`config.mk`:
```
export PLATFORM = sky130hd
export DESIGN_NAME = cam_lookup_stage
export DESIGN_NICKNAME = d
export VERILOG_FILES = /design/src/cam_lookup_pkg.sv /design/src/cam_lookup_stage.sv /design/src/lookup_output_ctrl.sv /design/src/cam_match_array.sv /design/src/cam_config_decoder.sv
export VERILOG_INCLUDE_DIRS = /design/src
export SDC_FILE = /design/constraint.sdc
export NUM_CORES = 2
export LEC_CHECK = 0
export BUFFER_PORTS_ARGS = -buffer_cell sky130_fd_sc_hd__buf_2
export CORE_MARGIN = 3
export CORE_UTILIZATION = 53
export DETAILED_ROUTE_END_ITERATION = 8
export PLACE_DENSITY = 0.76
export SYNTH_ARGS = -nofsm -noshare
export SYNTH_HDL_FRONTEND = slang
export SYNTH_SLANG_ARGS = --single-unit
```
`constraint.sdc`:
```
create_clock -name clk -period 6.1 [get_ports clk]
set_input_delay 0.61 -clock clk [delete_from_list [all_inputs] [get_ports clk]]
set_output_delay 0.61 -clock clk [all_outputs]
set_load 0.05 [all_outputs]
```
`src/cam_lookup_settings.svh`:
```
`ifndef CAM_LOOKUP_SETTINGS_SVH
`define CAM_LOOKUP_SETTINGS_SVH

// ========================================
// Bus and field widths
// ========================================
`define CTRL_DATA_W    128
`define PHV_W          128
`define KEY_W          52
`define VLAN_W         12
// VLAN ID location inside the PHV
`define VLAN_LSB       100
// Reordered VLAN stacked on top of the key
`define CAM_W          64
`define CAM_DEPTH      16
`define CAM_ADDR_W     4

// ========================================
// Control header layout
// ========================================
`define MOD_ID_LSB     112
`define RESV_LSB       120
`define FLAG_LSB       64
`define INDEX_LSB      104
// UDP destination port value tagging table programming
`define CTRL_FLAG      16'hF2F1

// Default stage position in the pipeline
`define DEF_STAGE_ID   0
`define DEF_LOOKUP_ID  2

`endif
```
`src/cam_lookup_pkg.sv`:
```
`include "cam_lookup_settings.svh"

package cam_lookup_pkg;

    // ========================================
    // Stream and table records
    // ========================================

    // One beat of the control stream, no back-pressure
    typedef struct packed {
        logic                    valid;
        logic                    last;
        logic [`CTRL_DATA_W-1:0] data;
    } ctrl_beat_t;

    // Single entry write into the match table
    typedef struct packed {
        logic                   en;
        logic [`CAM_ADDR_W-1:0] addr;
        logic [`CAM_W-1:0]      entry;
    } cam_write_t;

    typedef struct packed {
        logic              valid;
        logic [`KEY_W-1:0] key;
        logic [`PHV_W-1:0] phv;
    } lookup_req_t;

    // Stage output, addr is all ones on a miss
    typedef struct packed {
        logic                   valid;
        logic                   hit;
        logic [`CAM_ADDR_W-1:0] addr;
        logic [`PHV_W-1:0]      phv;
    } lookup_result_t;

    // ========================================
    // State machines and opcodes
    // ========================================
    typedef enum logic [1:0] {
        LK_IDLE,
        LK_WAIT,
        LK_HALT
    } lookup_state_e;

    typedef enum logic {
        CFG_IDLE,
        CFG_ENTRY
    } cfg_state_e;

    // Header resv field, selects the target table
    typedef enum logic [3:0] {
        ENTRY_CAM    = 4'd0,
        ENTRY_ACTION = 4'd2
    } entry_kind_e;

endpackage

```
`src/cam_lookup_stage.sv`:
```
`timescale 1ns/1ps

`include "cam_lookup_settings.svh"

module cam_lookup_stage import cam_lookup_pkg::*; #(
    parameter logic [4:0] stage_id  = `DEF_STAGE_ID,
    parameter logic [2:0] lookup_id = `DEF_LOOKUP_ID
) (
    input  logic           clk,
    input  logic           rst_n,

    // Data path
    input  lookup_req_t    req,
    output bit             ready_out,
    output lookup_result_t res,
    input  bit             ready_in,

    // Control path
    input  ctrl_beat_t     ctrl_in,
    output ctrl_beat_t     ctrl_out
);

    cam_write_t             cam_wr;
    bit                     search;
    logic [`CAM_W-1:0]      cmp_word;
    bit                     hit;
    logic [`CAM_ADDR_W-1:0] match_addr;

    // ========================================
    // Table programming
    // ========================================
    cam_config_decoder #(
        .stage_id  (stage_id),
        .lookup_id (lookup_id)
    ) u_cfg_decoder (
        .clk      (clk),
        .rst_n    (rst_n),
        .ctrl_in  (ctrl_in),
        .ctrl_out (ctrl_out),
        .cam_wr   (cam_wr)
    );

    // ========================================
    // Match table and lookup control
    // ========================================
    cam_match_array u_match_array (
        .clk        (clk),
        .rst_n      (rst_n),
        .cam_wr     (cam_wr),
        .search     (search),
        .cmp_word   (cmp_word),
        .hit        (hit),
        .match_addr (match_addr)
    );

    lookup_output_ctrl u_output_ctrl (
        .clk        (clk),
        .rst_n      (rst_n),
        .req        (req),
        .ready_out  (ready_out),
        .search     (search),
        .cmp_word   (cmp_word),
        .hit        (hit),
        .match_addr (match_addr),
        .ready_in   (ready_in),
        .res        (res)
    );

endmodule

```
`src/lookup_output_ctrl.sv`:
```
`timescale 1ns/1ps

`include "cam_lookup_settings.svh"

module lookup_output_ctrl import cam_lookup_pkg::*; (
    input  logic                   clk,
    input  logic                   rst_n,
    input  lookup_req_t            req,
    output bit                     ready_out,
    output bit                     search,
    output logic [`CAM_W-1:0]      cmp_word,
    input  bit                     hit,
    input  logic [`CAM_ADDR_W-1:0] match_addr,
    input  bit                     ready_in,
    output lookup_result_t         res
);

    lookup_state_e state;

    logic [`VLAN_W-1:0]     vlan_id;
    logic                   accept;
    logic                   search_q;
    logic [`CAM_W-1:0]      cmp_q;
    logic [`PHV_W-1:0]      phv_q;
    logic                   res_valid;
    logic                   res_hit;
    logic [`CAM_ADDR_W-1:0] res_addr;

    assign vlan_id   = req.phv[`VLAN_LSB +: `VLAN_W];
    assign ready_out = (state == LK_IDLE);
    assign accept    = req.valid && ready_out;

    // ========================================
    // Lookup FSM
    // ========================================
    always_ff @(posedge clk or negedge rst_n) begin
        if (!rst_n) begin
            state     <= LK_IDLE;
            search_q  <= 1'b0;
            res_valid <= 1'b0;
            res_hit   <= 1'b0;
            res_addr  <= '0;
        end else begin
            search_q  <= accept;
            res_valid <= 1'b0;
            case (state)
                LK_IDLE: begin
                    if (accept) begin
                        state <= LK_WAIT;
                    end
                end
                // First WAIT cycle is spent in the table search
                LK_WAIT, LK_HALT: begin
                    if (!search_q && ready_in) begin
                        res_valid <= 1'b1;
                        res_hit   <= hit;
                        res_addr  <= hit ? match_addr : {`CAM_ADDR_W{1'b1}};
                        state     <= LK_IDLE;
                    end else if (!search_q) begin
                        state <= LK_HALT;
                    end
                end
                default: state <= LK_IDLE;
            endcase
        end
    end

    // Low VLAN nibble goes above the upper byte
    always_ff @(posedge clk) begin
        if (accept) begin
            cmp_q <= {vlan_id[3:0], vlan_id[`VLAN_W-1:4], req.key};
            phv_q <= req.phv;
        end
    end

    assign search   = search_q;
    assign cmp_word = cmp_q;
    assign res      = '{valid: res_valid, hit: res_hit, addr: res_addr, phv: phv_q};

    assert property (@(posedge clk) disable iff (!rst_n) res.valid |-> ready_in)
        else $error("result delivered without downstream ready");

endmodule

```
`src/cam_match_array.sv`:
```
`timescale 1ns/1ps

`include "cam_lookup_settings.svh"

module cam_match_array import cam_lookup_pkg::*; (
    input  logic                   clk,
    input  logic                   rst_n,
    input  cam_write_t             cam_wr,
    input  bit                     search,
    input  logic [`CAM_W-1:0]      cmp_word,
    output bit                     hit,
    output logic [`CAM_ADDR_W-1:0] match_addr
);

    logic [`CAM_W-1:0]     entries [`CAM_DEPTH];
    logic [`CAM_DEPTH-1:0] entry_valid;

    logic [`CAM_DEPTH-1:0]  match_vec;
    logic                   any_match;
    logic [`CAM_ADDR_W-1:0] first_idx;

    // ========================================
    // Table storage
    // ========================================
    always_ff @(posedge clk) begin
        if (cam_wr.en) begin
            entries[cam_wr.addr] <= cam_wr.entry;
        end
    end

    // Unwritten entries must never match
    always_ff @(posedge clk or negedge rst_n) begin
        if (!rst_n) begin
            entry_valid <= '0;
        end else if (cam_wr.en) begin
            entry_valid[cam_wr.addr] <= 1'b1;
        end
    end

    // ========================================
    // Compare and priority encode
    // ========================================
    always_comb begin
        for (int i = 0; i < `CAM_DEPTH; i++) begin
            match_vec[i] = entry_valid[i] && (entries[i] == cmp_word);
        end
    end

    assign any_match = |match_vec;

    // Scan downwards so the lowest index wins
    always_comb begin
        first_idx = '0;
        for (int i = `CAM_DEPTH - 1; i >= 0; i--) begin
            if (match_vec[i]) begin
                first_idx = i[`CAM_ADDR_W-1:0];
            end
        end
    end

    // Result holds until the next search
    always_ff @(posedge clk or negedge rst_n) begin
        if (!rst_n) begin
            hit        <= 1'b0;
            match_addr <= '0;
        end else if (search) begin
            hit        <= any_match;
            match_addr <= first_idx;
        end
    end

    assert property (@(posedge clk) disable iff (!rst_n) cam_wr.en |-> cam_wr.addr < `CAM_DEPTH)
        else $error("table write address out of range");

endmodule

```
`src/cam_config_decoder.sv`:
```
`timescale 1ns/1ps

`include "cam_lookup_settings.svh"

module cam_config_decoder import cam_lookup_pkg::*; #(
    parameter logic [4:0] stage_id  = `DEF_STAGE_ID,
    parameter logic [2:0] lookup_id = `DEF_LOOKUP_ID
) (
    input  logic       clk,
    input  logic       rst_n,
    input  ctrl_beat_t ctrl_in,
    output ctrl_beat_t ctrl_out,
    output cam_write_t cam_wr
);

    localparam int NUM_BYTES = `CTRL_DATA_W / 8;

    cfg_state_e state;

    logic [7:0]              mod_id;
    logic [3:0]              resv;
    logic [15:0]             ctrl_flag;
    logic                    is_cam_hdr;
    logic [`CTRL_DATA_W-1:0] data_swapped;

    // Address for the next entry beat
    logic [`CAM_ADDR_W-1:0] next_index;

    logic                    out_valid;
    logic                    out_last;
    logic [`CTRL_DATA_W-1:0] out_data;
    logic                    wr_en;
    logic [`CAM_ADDR_W-1:0]  wr_addr;
    logic [`CAM_W-1:0]       wr_entry;

    // ========================================
    // Header decode
    // ========================================
    assign mod_id    = ctrl_in.data[`MOD_ID_LSB +: 8];
    assign resv      = ctrl_in.data[`RESV_LSB +: 4];
    assign ctrl_flag = ctrl_in.data[`FLAG_LSB +: 16];

    assign is_cam_hdr = (mod_id[7:3] == stage_id) && (mod_id[2:0] == lookup_id)
                        && (ctrl_flag == `CTRL_FLAG)
                        && (entry_kind_e'(resv) == ENTRY_CAM);

    // Entry beats arrive little endian
    for (genvar i = 0; i < NUM_BYTES; i++) begin : g_swap
        assign data_swapped[i*8 +: 8] = ctrl_in.data[(NUM_BYTES-1-i)*8 +: 8];
    end

    // ========================================
    // Control stream FSM
    // ========================================
    always_ff @(posedge clk or negedge rst_n) begin
        if (!rst_n) begin
            state      <= CFG_IDLE;
            next_index <= '0;
            out_valid  <= 1'b0;
            out_last   <= 1'b0;
            wr_en      <= 1'b0;
        end else begin
            out_valid <= 1'b0;
            out_last  <= 1'b0;
            wr_en     <= 1'b0;
            case (state)
                CFG_IDLE: begin
                    if (ctrl_in.valid && is_cam_hdr) begin
                        next_index <= ctrl_in.data[`INDEX_LSB +: `CAM_ADDR_W];
                        // A header without entries ends right here
                        if (!ctrl_in.last) begin
                            state <= CFG_ENTRY;
                        end
                    end else if (ctrl_in.valid) begin
                        out_valid <= 1'b1;
                        out_last  <= ctrl_in.last;
                    end
                end
                CFG_ENTRY: begin
                    if (ctrl_in.valid) begin
                        wr_en      <= 1'b1;
                        next_index <= next_index + 1'b1;
                        if (ctrl_in.last) begin
                            state <= CFG_IDLE;
                        end
                    end
                end
                default: state <= CFG_IDLE;
            endcase
        end
    end

    // Payload follows the control bits above
    always_ff @(posedge clk) begin
        out_data <= ctrl_in.data;
        wr_addr  <= next_index;
        wr_entry <= data_swapped[`CTRL_DATA_W-1 -: `CAM_W];
    end

    assign ctrl_out = '{valid: out_valid, last: out_last, data: out_data};
    assign cam_wr   = '{en: wr_en, addr: wr_addr, entry: wr_entry};

    // Table programming beats are consumed, never forwarded
    assert property (@(posedge clk) disable iff (!rst_n) !(cam_wr.en && ctrl_out.valid))
        else $error("table write and passthrough beat in the same cycle");

endmodule

```
# == Yosys cells after proc, flatten, opt, wreduce, memory -nomap -nowiden ==
# Memories as Yosys holds them, arrays and structs flattened.
# Index checks and enable logic that the tools add are counted.
# W data, S select, Z words.
# totals
ff_bits,426
output_inout_bits,265
mem_count,1
ram_bits,1024
wordCells,121
inputBits,314
# classes
n_mux,41
magnitude_cmp,2
bitwise,2
n_eq_ne,24
n_addsub,1
n_reduce_logical,32
# mem_list
memory,depth,word_bits,rd,rd_ports_with_merged_regs,wr,line,rtl
u_match_array.entries,16,64,16,0,1,cam_match_array.sv:15,logic [`CAM_W-1:0] entries [`CAM_DEPTH];
# ops
operator,count
$eq A64 B64 Y1,16
$mux W4,19
$logic_and A1 B1 Y1,23
$eq A16 B16 Y1 const B,1
$or A16 B16 Y16,1
$reduce_or A16 Y1,1
$mux W1,15
$pmux W4 S2,1
$mux W2,3
$reduce_and A2 Y1,3
$logic_not A5 Y1,1
$lt A4 B5 Y1 const B,1
$add A4 B1 Y4 const B,1
$demux W1 S4,1
$ge A4 B1 Y1 const B,1
$logic_not A4 Y1,1
$ne A2 B2 Y1 const B,2
$pmux W2 S2,1
$eq A3 B2 Y1 const B,1
$ne A3 B3 Y1 const B,1
$eq A2 B1 Y1 const B,1
$eq A2 B2 Y1 const B,1
$logic_not A2 Y1,1
$ne A2 B1 Y1 const B,1
other kinds (4),4

# == Depth between registers and ports, before layout ==
# depth
ltp_word,18
ltp_mapped,11

# == Cells and area by module ==
# A second synthesis with hierarchy kept.
# hier_totals
cells_unflattened,3899
hier_area_um2,56984.7
# by_module_without_submodules
module,instances,area_per_inst_um2,cells_per_inst
cam_match_array,1,47429.2,3423
lookup_output_ctrl,1,5893.2,230
cam_config_decoder,1,3662.3,246

# == Worst setup path before layout ==
# Ideal clock, no wire load.
# synth_path
kind,reg2reg
startpoint,register u_cfg_decoder.wr_en
endpoint,register u_match_array.entry_valid[0]
setup_ns,0.092
period_less_slack_ns,5.828
path_buffers,0
stages_incl_launch_ff,4
arrival_time_ns,5.737
slack_ns,0.272
cell_sequence,dfrtp_1 or3b_2 nor3_1 or2_2
# synth_lines
item,line,rtl
"start, declared",cam_config_decoder.sv:32,logic wr_en;
"start signal, assigned",cam_config_decoder.sv:61,wr_en <= 1'b0;
"start signal, assigned",cam_config_decoder.sv:65,wr_en <= 1'b0;
"start signal, assigned",cam_config_decoder.sv:81,wr_en <= 1'b1;
"end signal, assigned",cam_match_array.sv:34,entry_valid <= '0;
"end signal, assigned by index",cam_match_array.sv:36,entry_valid[cam_wr.addr] <= 1'b1;
"end, declared",cam_match_array.sv:16,logic [`CAM_DEPTH-1:0] entry_valid;

# == Worst setup path in the final report ==
# layout_path
startpoint,register u_output_ctrl.cmp_q[51] (netlist: u_output_ctrl.cmp_word[51])
endpoint,register u_match_array.match_addr[0]
# layout_between
elab_chain_len,18
# layout_rtl
item,line,rtl
"start, declared",lookup_output_ctrl.sv:23,logic [`CAM_W-1:0] cmp_q;
"start signal, assigned",lookup_output_ctrl.sv:71,"cmp_q <= {vlan_id[3:0], vlan_id[`VLAN_W-1:4], req.key};"
$eq A64 B64 Y1,cam_match_array.sv:45,match_vec[i] = entry_valid[i] && (entries[i] == cmp_word);
$logic_and A1 B1 Y1,cam_match_array.sv:45,
$mux W4 (15 in a row),cam_match_array.sv:55,if (match_vec[i]) begin
$mux W4 *,cam_match_array.sv:55,
"end signal, assigned",cam_match_array.sv:68,match_addr <= first_idx;
"end, declared",cam_match_array.sv:12,output logic [`CAM_ADDR_W-1:0] match_addr
# Mark *: on every way between the ends. The rest lies on a longest branch, timed or not.
# A chain may end at the register's enable or synchronous reset.

==> run summary <==
DETAILED ROUTING
-------------------------------------------------------------------------------------
Avg WL per Cell                                                               40.3 um
Count of routing violations after the opening detailed-route iteration           7181
# DRC                                                                               1
Vias/cell                                                                        6.63
Vias                                                                            36700
Number of detailed-route iterations in the first pass                               8
Remaining antenna violation count                                                   0
Wire length reported by the detailed router                                 223000 um

PWR
-------------------------------------------------------------------------------------
Share of total power consumed by net switching                                  31.6%
Sequential fraction of design power                                             45.5%
Worst VDD drop                                                                 337 uV
Internal power                                                               16900 uW
Relative contribution of the clock network to total power                       35.4%
Power density over the cells                                               381 mW/mm2
Proportion of power drawn by combinational gates                                19.1%
P_sw                                                                          7810 uW
Total design power                                                           24700 uW
Static leakage                                                              0.0229 uW

JOB
-------------------------------------------------------------------------------------
Max-cap check violation count                                                       2

CLOCK TREE
-------------------------------------------------------------------------------------
Level count of the clock H-tree                                                     4
Post-cts hold buffer count                                                        237
Root Driver                                                                 clkbuf_16
Post-CTS setup buffers                                                              0
Maximum clock path buffer count                                                     3
Total CTS buffers                                                                 141
Clock tree from TritonCTS                                                        done
Number of cells upsized or downsized after cts                                      0
Sink count of the clock tree                                                     1374
Clock latency on the worst-skew pair                                           770 ps
Clk slew on worst S/H paths                                                     60 ps

LOGIC SYNTHESIS
-------------------------------------------------------------------------------------
Sequential share of the synthesized area                                        74.7%
Cells after Synth                                                                3232
EDFF count, synth                                                                1204
Top FF cell, synth                                                           edfxtp_1
Async SR Flop Fraction                                                          2.77%
Synth unique cells                                                                 64
Net Count, Synth                                                                 3548
Yosys warnings                                                                      0
Number of synthesized register bits                                              1374
Avg Inst Size Synth                                                          16.5 um2
Area of the mapped netlist                                                 0.0532 mm2

GLOBAL ROUTING
-------------------------------------------------------------------------------------
Most used routing layer in global routing                                        met2
GRT Resource Usage Total                                                        42.7%
GR Layer Usage met2                                                             63.2%
Grt total ovfl                                                                      0
Met3 global-route usage                                                         15.4%
GR met1 Demand/Resource                                                         52.4%
Largest net degree at the start of global routing                                 112
First-pass GRT wire length                                                  296000 um
Antenna violations before repair                                                   33
Via count of the first global-routing pass                                      35199

TIMING
-------------------------------------------------------------------------------------
Setup_tns                                                                        0 ps
PnR worst setup slack                                                         1660 ps
Final worst clock skew                                                        30.0 ps
Number of hold violations in the final report                                       3
Final critical path time including I/O delays and setup                       4440 ps
Hold slack final                                                             -1.87 ps
Achievable clock frequency                                                    225 MHz
Headroom to the max-slew limit                                                 0.367%
Unrepaired setup endpoints after global routing                                    no
Max-slew violation total from the final report                                      0
Actual transition at the worst max-transition pin                             1480 ps
Final setup violation count                                                         0
Period utilization                                                              72.8%

FINAL LAYOUT
-------------------------------------------------------------------------------------
Share of layout cells above drive strength 1                                    23.9%
Area of all sequential standard cells                                      0.0398 mm2
Non-Filler Cell Area, Final                                                0.0648 mm2
Final-stage net count                                                            4433
Area occupied by multi-input gates                                         0.0120 mm2
Fill count                                                                       6662
Layout Area Growth over Synthesis                                               21.7%

FLOORPLANNING
-------------------------------------------------------------------------------------
Io pins                                                                           579
Core Region                                                                0.0990 mm2
Die boundary height                                                            323 um
Die Outline Area                                                            0.104 mm2
Number of standard-cell rows in the floorplan                                     115
Die span in x                                                                  323 um
Initial standard-cell utilization of the core                                   53.8%

RUN STATUS
-------------------------------------------------------------------------------------
Failing checks                                                           design-rule violations, negative hold slack, max-capacitance violations
Status                                                                   finished, violations left

PLACED DESIGN
-------------------------------------------------------------------------------------
Placed inst area                                                           0.0577 mm2
Count of port buffers added during placement                                      578
Dpl hpwl                                                                    141000 um
Setup slack at placement                                                      1920 ps
Gp weighted congestion                                                           1.05

SETUP PATH
-------------------------------------------------------------------------------------
Endpoint of the worst register-to-register path                          u_match_array.match_addr[0]
Arrival @ worst endpoint                                                      5070 ps
Type of element launching the critical path                                  register
CP Class                                                                 register to register
CP max FO                                                                          20
Setup slack on the worst flop-to-flop path                                    1660 ps
Depth of the worst register-to-register path                                       10
Kind of capture point of the worst setup path                                register
Required @ worst endpoint                                                     6730 ps
Reg2Reg Launch Point                                                     u_output_ctrl.cmp_word[51]

HOLD PATH
-------------------------------------------------------------------------------------
Kind of path behind the tightest hold check                              input pin to asynchronous set/reset pin

-- layout make-up --
type / count / area share (%)
Timing Repair Buffer: 947 / 9.67
Multi-Input combinational cell: 1545 / 18.5
Clock buffer: 199 / 6.24
Sequential cell: 1374 / 61.4
Tap cell: 1287 / 2.49
Antenna cell: 17 / 0.0657
Clock inverter: 62 / 0.942
Inverter: 108 / 0.630
-- worst max-delay path: stages, from the launching register on --
cell and delay [ps]:
edfxtp_1 320, buf_4 490, xor2_1 130, nor4_1 470, nand4_1 160, nor4_1 1240
nand4_1 170, o41ai_1 750, a2bb2oi_1 300, and3_1 180, a22oi_1 60
-- registers in the layout (all words and copies together), names as in the netlist --
name,count
u_cfg_decoder.wr_addr,4
u_cfg_decoder.wr_en,1
u_cfg_decoder.out_valid,1
u_cfg_decoder.out_last,1
u_match_array.hit,1
u_output_ctrl.phv_q,128
u_cfg_decoder.out_data,128
u_output_ctrl.search,1
u_output_ctrl.state,2
u_output_ctrl.res_addr,4
u_output_ctrl.res_valid,1
u_cfg_decoder.state,1
u_match_array.entry_valid,16
u_output_ctrl.cmp_word,52
u_cfg_decoder.next_index,4
u_match_array.match_addr,4
u_match_array.entries,1024
u_output_ctrl.res_hit,1
-- how the worst max path moves through the flow --
| stage | endpoint | startpoint | cells past startpoint |
|---|---|---|---|
| finish | u_match_array.match_addr[0] | u_output_ctrl.cmp_word[51] | 10 |
| global route | u_match_array.match_addr[0] | u_output_ctrl.cmp_word[47] | 9 |
| CTS | u_match_array.match_addr[0] | u_output_ctrl.cmp_word[47] | 9 |
| detailed placement | u_match_array.match_addr[1] | u_output_ctrl.phv_q[104] | 9 |
| global placement | u_match_array.match_addr[1] | u_output_ctrl.phv_q[104] | 9 |
| floorplan | u_match_array.entry_valid[0] | u_cfg_decoder.wr_en | 3 |
-- cell usage after synthesis (7+ instances only) --
master,n,share of area [%]
o2bb2ai_1,38,0.63
dfrtp_1,38,1.8
dfxtp_1,132,5.0
xor2_1,413,6.8
nor2_1,29,0.20
a22o_1,34,0.56
nor3_1,29,0.27
inv_2,11,0.078
nor4_1,149,1.8
buf_4,82,1.2
clkbuf_1,36,0.25
nand2b_1,33,0.39
a221o_1,7,0.13
a221oi_1,18,0.30
xnor2_1,388,6.4
o21ai_0,22,0.21
edfxtp_1,1204,68
buf_1,7,0.049
inv_1,91,0.64
o22ai_1,63,0.74
buf_2,77,0.72
or2_2,16,0.19
a22oi_1,8,0.11
nand3_1,25,0.24
nor2b_1,20,0.24
or4_1,8,0.11
a21oi_1,10,0.094
o2111ai_1,12,0.20
nand2_1,32,0.23
a222oi_1,7,0.13
nand4_1,120,1.4
-- logic make-up (layout without fill, tap and decap cells) --
group           count (synthesis)  in the layout  share of synthesized area (%)
compound gates                252            252                           3.64
xor+xnor                      801            801                           13.2
fa+ha+maj                       2              2                         0.0470
buf+inv                       313           1316                           3.01
flops                        1374           1374                           74.7
mux                             2              2                         0.0376
other cells                     0             17                              0
simple gates                  488            488                           5.42
-- placed cells by master, fill, tap and decap left out, types with 20 or more instances in the layout --
cell / instances
a22o_1: 34
buf_2: 578
buf_4: 131
clkbuf_1: 33
clkbuf_16: 146
clkinv_1: 20
dfrtp_1: 38
dfxtp_1: 97
dfxtp_2: 35
dlygate4sd3_1: 237
edfxtp_1: 1204
inv_1: 91
nand2_1: 32
nand2b_1: 33
nand3_1: 25
nand4_1: 120
nor2b_1: 20
nor3_1: 24
nor4_1: 146
o21ai_0: 22
o22ai_1: 63
o2bb2ai_1: 38
xnor2_1: 388
xor2_1: 413
-- per-layer routing --
layer / part of all wire, % / wire [um] / vias up
li1: - / - / 13770
met1: 32 / 70700 / 18030
met2: 43 / 96900 / 4031
met3: 16 / 36300 / 857
met4: 8.7 / 19400 / 12
met5: 0.038 / 86 / -
-- power groups by stage --
| stage | clock network, uW | registers (uW) | logic (uW) |
|---|---|---|---|
| after floorplan | 0 | 11700 | 2040 |
| after global placement | 0 | 11400 | 4370 |
| after detailed placement | 0 | 11400 | 4380 |
| after CTS | 8710 | 11200 | 4530 |
| after global routing | 9100 | 11200 | 4730 |
| final | 8740 | 11200 | 4720 |
-- metrics by stage --
| step | util [%] | hold WS (ps) | std cells |
|---|---|---|---|
| after floorplan | - | 314 | 3232 |
| after global placement | 58.3 | 396 | 5023 |
| after detailed placement | 58.3 | 409 | 5024 |
| after CTS | 65.4 | 0.0177 | 5522 |
| after global routing | 65.4 | 12.1 | 5524 |
| final | 65.5 | -1.87 | 5539 |
(Power assumes the default switching activity.)
